`config.mk`:
```
export PLATFORM = sky130hd
export DESIGN_NAME = user_kernel
export DESIGN_NICKNAME = d
export VERILOG_FILES = /design/src/source/leaf_pkg.sv /design/src/source/user_kernel.sv
export SDC_FILE = /design/constraint.sdc
export NUM_CORES = 1
export LEC_CHECK = 0
export BUFFER_PORTS_ARGS = -buffer_cell sky130_fd_sc_hd__buf_4
export CAP_MARGIN = 10
export CORE_MARGIN = 2
export CORE_UTILIZATION = 54
export CTS_BUF_LIST = sky130_fd_sc_hd__clkbuf_4 sky130_fd_sc_hd__clkbuf_8 sky130_fd_sc_hd__clkbuf_16
export CTS_CLUSTER_DIAMETER = 150
export DETAILED_ROUTE_END_ITERATION = 10
export HOLD_SLACK_MARGIN = 0.08
export PLACE_DENSITY = 0.81
export SYNTH_ARGS = -nofsm -noshare
export SYNTH_HDL_FRONTEND = slang
export SYNTH_SLANG_ARGS = --single-unit
```
`constraint.sdc`:
```
create_clock -name clk -period 9.7 [get_ports clk]
set_input_delay 1.455 -clock clk [delete_from_list [all_inputs] [get_ports clk]]
set_output_delay 1.455 -clock clk [all_outputs]
set_load 0.05 [all_outputs]
```
`src/source/leaf_pkg.sv`:
```
package leaf_pkg;

    // ======================================================================
    // widths and sizes
    // ======================================================================
    localparam int PACKET_BITS   = 49;
    localparam int PAYLOAD_BITS  = 32;
    localparam int NUM_LEAF_BITS = 5;
    localparam int NUM_PORT_BITS = 4;
    localparam int NUM_ADDR_BITS = 7;   // sender leaf plus sender port.
    localparam int NUM_IN_PORTS  = 3;
    localparam int NUM_OUT_PORTS = 4;
    localparam int FIFO_DEPTH    = 8;

    localparam logic [NUM_LEAF_BITS-1:0] THIS_LEAF = 5'd3;

    // ======================================================================
    // types
    // ======================================================================
    typedef logic [PAYLOAD_BITS-1:0] word_t;

    typedef struct packed {
        logic                     vld;
        logic [NUM_LEAF_BITS-1:0] leaf;
        logic [NUM_PORT_BITS-1:0] port;
        logic [NUM_ADDR_BITS-1:0] tag;
        word_t                    payload;
    } packet_t;

    typedef struct packed {
        logic [NUM_LEAF_BITS-1:0] leaf;
        logic [NUM_PORT_BITS-1:0] port;
    } dest_t;

    typedef struct packed {
        logic [NUM_LEAF_BITS-1:0]               dest_leaf;
        logic [NUM_PORT_BITS-1:0]               dest_port;
        logic [NUM_ADDR_BITS-NUM_LEAF_BITS-1:0] src_port;   // output port minus one.
        word_t                                  payload;
    } tx_word_t;

    typedef struct packed {
        word_t data;
        logic  vld;
    } stream_t;

    // routing of the kernel outputs, entry 0 is out 1.
    localparam dest_t DEST_TABLE [NUM_OUT_PORTS] = '{
        '{leaf: 5'd1, port: 4'd1},
        '{leaf: 5'd2, port: 4'd2},
        '{leaf: 5'd6, port: 4'd1},
        '{leaf: 5'd1, port: 4'd3}
    };

endpackage
```
`src/source/user_kernel.sv`:
```
module user_kernel (
    input  logic                                          clk,
    input  logic                                          kernel_rst_n,
    input  leaf_pkg::stream_t [leaf_pkg::NUM_IN_PORTS-1:0]  in_s,
    output logic [leaf_pkg::NUM_IN_PORTS-1:0]             in_ack,
    output leaf_pkg::stream_t [leaf_pkg::NUM_OUT_PORTS-1:0] out_s,
    input  logic [leaf_pkg::NUM_OUT_PORTS-1:0]            out_ack
);
    // index k here is kernel port k+1.
    leaf_pkg::word_t                    out_data [leaf_pkg::NUM_OUT_PORTS];
    logic [leaf_pkg::NUM_OUT_PORTS-1:0] out_vld;
    logic [leaf_pkg::NUM_OUT_PORTS-1:0] slot_free;
    leaf_pkg::word_t                    run_sum;
    leaf_pkg::word_t                    next_sum;
    leaf_pkg::word_t                    pair_sum;
    leaf_pkg::word_t                    pair_max;
    logic                               pair_go;
    logic                               strm_go;

    // empty, or emptied this cycle, and never while the kernel is held in reset.
    assign slot_free = kernel_rst_n ? (~out_vld | out_ack) : '0;

    // ======================================================================
    // pair unit on in 1 and in 2
    // ======================================================================
    assign pair_go  = in_s[0].vld && in_s[1].vld && slot_free[0] && slot_free[3];
    assign pair_sum = in_s[0].data + in_s[1].data;   // wraps at 32 bits.
    assign pair_max = (in_s[0].data > in_s[1].data) ? in_s[0].data : in_s[1].data;

    // stream unit on in 3.
    assign strm_go  = in_s[2].vld && slot_free[1] && slot_free[2];
    assign next_sum = run_sum + in_s[2].data;

    assign in_ack = {strm_go, pair_go, pair_go};

    always_ff @(posedge clk) begin
        if (!kernel_rst_n) begin
            out_vld <= '0;
            run_sum <= '0;
        end else begin
            out_vld <= out_vld & ~out_ack;
            if (pair_go) begin
                out_vld[0] <= 1'b1;
                out_vld[3] <= 1'b1;
            end
            if (strm_go) begin
                out_vld[1] <= 1'b1;
                out_vld[2] <= 1'b1;
                run_sum    <= next_sum;
            end
        end
    end

    always_ff @(posedge clk) begin
        if (pair_go) begin
            out_data[0] <= pair_sum;
            out_data[3] <= pair_max;
        end
        if (strm_go) begin
            out_data[1] <= in_s[2].data;
            out_data[2] <= next_sum;
        end
    end

    always_comb begin
        for (int k = 0; k < leaf_pkg::NUM_OUT_PORTS; k++) begin
            out_s[k].data = out_data[k];
            out_s[k].vld  = out_vld[k];
        end
    end

    // an offered input word stays put until the kernel takes it.
    for (genvar k = 0; k < leaf_pkg::NUM_IN_PORTS; k++) begin : g_hold
        assert property (@(posedge clk) disable iff (!kernel_rst_n)
            in_s[k].vld && !in_ack[k] |=> in_s[k].vld && $stable(in_s[k].data));
    end

endmodule

```
==> run metrics <==
status completed; Port Buffer Count 239; placed cell areas 11600 sq um; RSZ-0062 raised after global routing no; die area 18900 sq um; top cells by area, synth edfxtp_1 40%, ha_1 12%, dfxtp_1 7.5%; Sw Share 32.4%; GP Congestion 0.902; initial core utilization between 50% and 60%; cts-stage hold buffer count 0; CP most frequent cell buf_4; DRC viols 0; Synth Cell Area 9630 sq um; Final Slew Violations 0; Post-CTS Resized 0; Top FF cell, synth edfxtp_1; Worst EP required 8.25 ns; # nets final roughly 1300; Rows 48; Routed WL about 22000 um; vias in the first global route 7308; Max Cap Viol 0; final setup violating endpoints 0; Peak Freq 215 MHz; setup ws final 5.06 ns; Max IR drop VDD roughly 0.00012 V; post-synth net total 1087; Post-Synthesis Cells 886; dpl ws 4.97 ns; GR Overflow Total 0; ANT cells 0; post-DP HPWL approximately 17000 um; final instance area 12200 sq um; Die Width 138 um; sequential power share 39.7%; Hold WC Path Type reg -> reg; CP peak stage delay 0.70 ns; fillers 1295; H-tree levels 4; #FFs+latches synth approximately 160; post-CTS setup buffer count 0; combinational share of power 28.4%; CP Class in -> out; Pwr Density approximately 180 nW/um^2; Via Count ~7400; CTS Root Cell clkbuf_16; Yosys top cell area share 39.9%; area delta synth->final 26.9%; Synth area leader edfxtp_1; cell chain of the critical path buf_4 -> nand3_1 -> nor3_2 -> buf_4 -> buf_4; async set-reset flop share out of synthesis 0%; area of the multi-input gates between 4000 and 5000 sq um; antenna violations before repair 0; part of the power in the clock network about a third; Die Height 138 um; IO Pins 240; CP Launch Type input pin; Critical-path top delay cell buf_4; Slew HR a little over a quarter; Total GRT Usage 23.9%; first-pass GRT wire length 35300 um; Arr. time, crit path between 3 and 4 ns; Yosys warnings 0; drt pass-1 iters 5; Cell variety after synth 69; clock-pin slew on the worst setup and hold paths 0.07 ns; CTS tree done; Fin. Hold Viols 0; antenna-violating nets left 0; Int Pwr about 1500 uW; TNS Setup 0 ns; Reg area 4560 sq um; Tmin final roughly 4.6 ns; fraction of layout cells with a size suffix above 1 29.2%; clk_skew 0.0159 ns; Synth Area per Inst 10.9 sq um; Vias per Instance 5.47; Final period util 47.9%; core area 17400 sq um; worst skew pair latency 0.43 ns; cts bufs inserted 17; critical path capture point type output pin; Seq/Total Area, Yosys roughly 47%; worst slew pin tran 1.10 ns; CP Max Fanout 68; routed len/inst 16.3 um; clock sinks 164; Net Sw Power 696 uW; EDFF count, synth 128; Leak roughly 0.0054 uW; worst-case clock buffer depth 2; largest net degree at the start of global routing just under 70; DRT iter0 DRCs 305
==> layout make-up <==
class,count,share of cell area [%]
Clock inverter,15,1.36
Multi-Input combinational cell,628,38.5
Clock buffer,17,3.48
Tap cell,225,2.30
Inverter,68,2.09
Sequential cell,164,37.4
Timing Repair Buffer,243,14.9
==> layer usage <==
metal / wire length [um] / share of wire, % / up-vias / GRT usage, %
met2: 10900 / 49 / 223 / 41.2
li1: - / - / 3677 / -
met1: 9270 / 42 / 3510 / 29.2
met5: 0 / 0 / - / 0
met3: 1540 / 7.0 / 27 / 5.92
met4: 410 / 1.9 / 0 / 8.19
==> cells in the final DEF (no fill, tap or decap), drive strengths merged, types with 3 or more instances in the layout <==
cell      instances
o21ba             3
a21o             17
o21ai            32
mux2i            12
o211ai            7
nand4            11
xor2             25
ha               94
nor2             54
nand2b            8
nor3b             4
o21bai           13
buf             243
a211oi            6
and3              6
a31oi             4
or4               4
nand3            20
or3               3
edfxtp          128
nor2b            16
o221ai            5
clkinvlp          3
nand2            69
xnor2            33
o31ai             7
clkbuf           17
and2              4
a21boi           20
o2111ai           3
dfxtp            36
o21a              4
mux2             34
inv              76
nor3             12
a21oi            72
==> critical path, delay by kind of cell <==
kind,cells,cell delay (ns)
and+or+nand+nor,2,0.35
buffers and inverters,3,1.36
==> registers in the layout (all words and copies together), names as in the netlist <==
| register | flops |
|---|---|
| out_vld | 4 |
| run_sum | 32 |
| out_data | 128 |
==> kinds of logic (layout without fill, tap and decap cells) <==
| logic type | Yosys count | after routing | share of synthesized area (%) |
|---|---|---|---|
| XOR/XNOR | 58 | 58 | 5.28 |
| flip-flops | 164 | 164 | 47.4 |
| multiplexers | 46 | 46 | 5.22 |
| buffers and inverters | 94 | 343 | 3.86 |
| AO/OA/AOI/OAI | 208 | 208 | 14.6 |
| adder cells (fa/ha/maj) | 96 | 96 | 12.6 |
| AND/OR/NAND/NOR | 220 | 220 | 11.0 |
==> power by group through the flow <==
stage / combinational [uW] / clock [uW] / sequential [uW]
2_1_floorplan: 331 / 0 / 975
3_3_place_gp: 597 / 0 / 866
3_5_place_dp: 607 / 0 / 868
4_1_cts: 611 / 697 / 853
5_1_grt: 670 / 723 / 858
6_report: 611 / 685 / 853
==> worst paths after layout <==
path / startpoint / to / slack [ns] / cells after the start
worst max-delay path: kernel_rst_n / in_ack[0] / 5.06 / 5
worst max register to register: run_sum[0] / out_data[2][30] / 6.71 / 11
worst min-delay path: run_sum[29] / run_sum[29] / 0.47 / 2
worst min register to register: run_sum[29] / run_sum[29] / 0.47 / 2
==> stage by stage <==
stage          utilization [%]  std cells  hold WS [ns]  total power [uW]
4_1_cts                   70.4       1360         0.468              2160
2_1_floorplan                -        886         0.438              1310
6_report                  70.4       1360         0.469              2150
3_3_place_gp              67.0       1328         0.451              1460
5_1_grt                   70.4       1360         0.481              2250
3_5_place_dp              67.0       1328         0.458              1480
==> cell usage after synthesis (2+ instances only) <==
master	instances
o21ai_1	5
xor2_1	25
a31oi_1	4
mux2_2	34
nand3b_1	2
dfxtp_1	36
a211oi_2	2
nand2_1	69
a21oi_1	69
a21boi_0	17
o22ai_1	2
nor3b_1	4
nor2b_1	16
buf_2	6
o31ai_1	6
xnor2_1	33
fa_1	2
o221ai_1	4
or4_1	4
nand3_1	19
o2111ai_1	2
and2_1	4
nor2_1	54
a21o_1	16
o21ba_2	3
inv_1	68
a21oi_2	3
mux2i_1	12
a211oi_1	4
ha_1	94
o21ai_0	27
or3_1	3
o21a_1	4
o21bai_1	13
or2_2	2
nand4_1	11
and3_1	5
nor3_1	12
a311oi_1	2
buf_4	3
nand2b_1	8
o211ai_1	6
clkbuf_1	17
a21boi_1	2
edfxtp_1	128
Power figures use the tool's default switching activity.
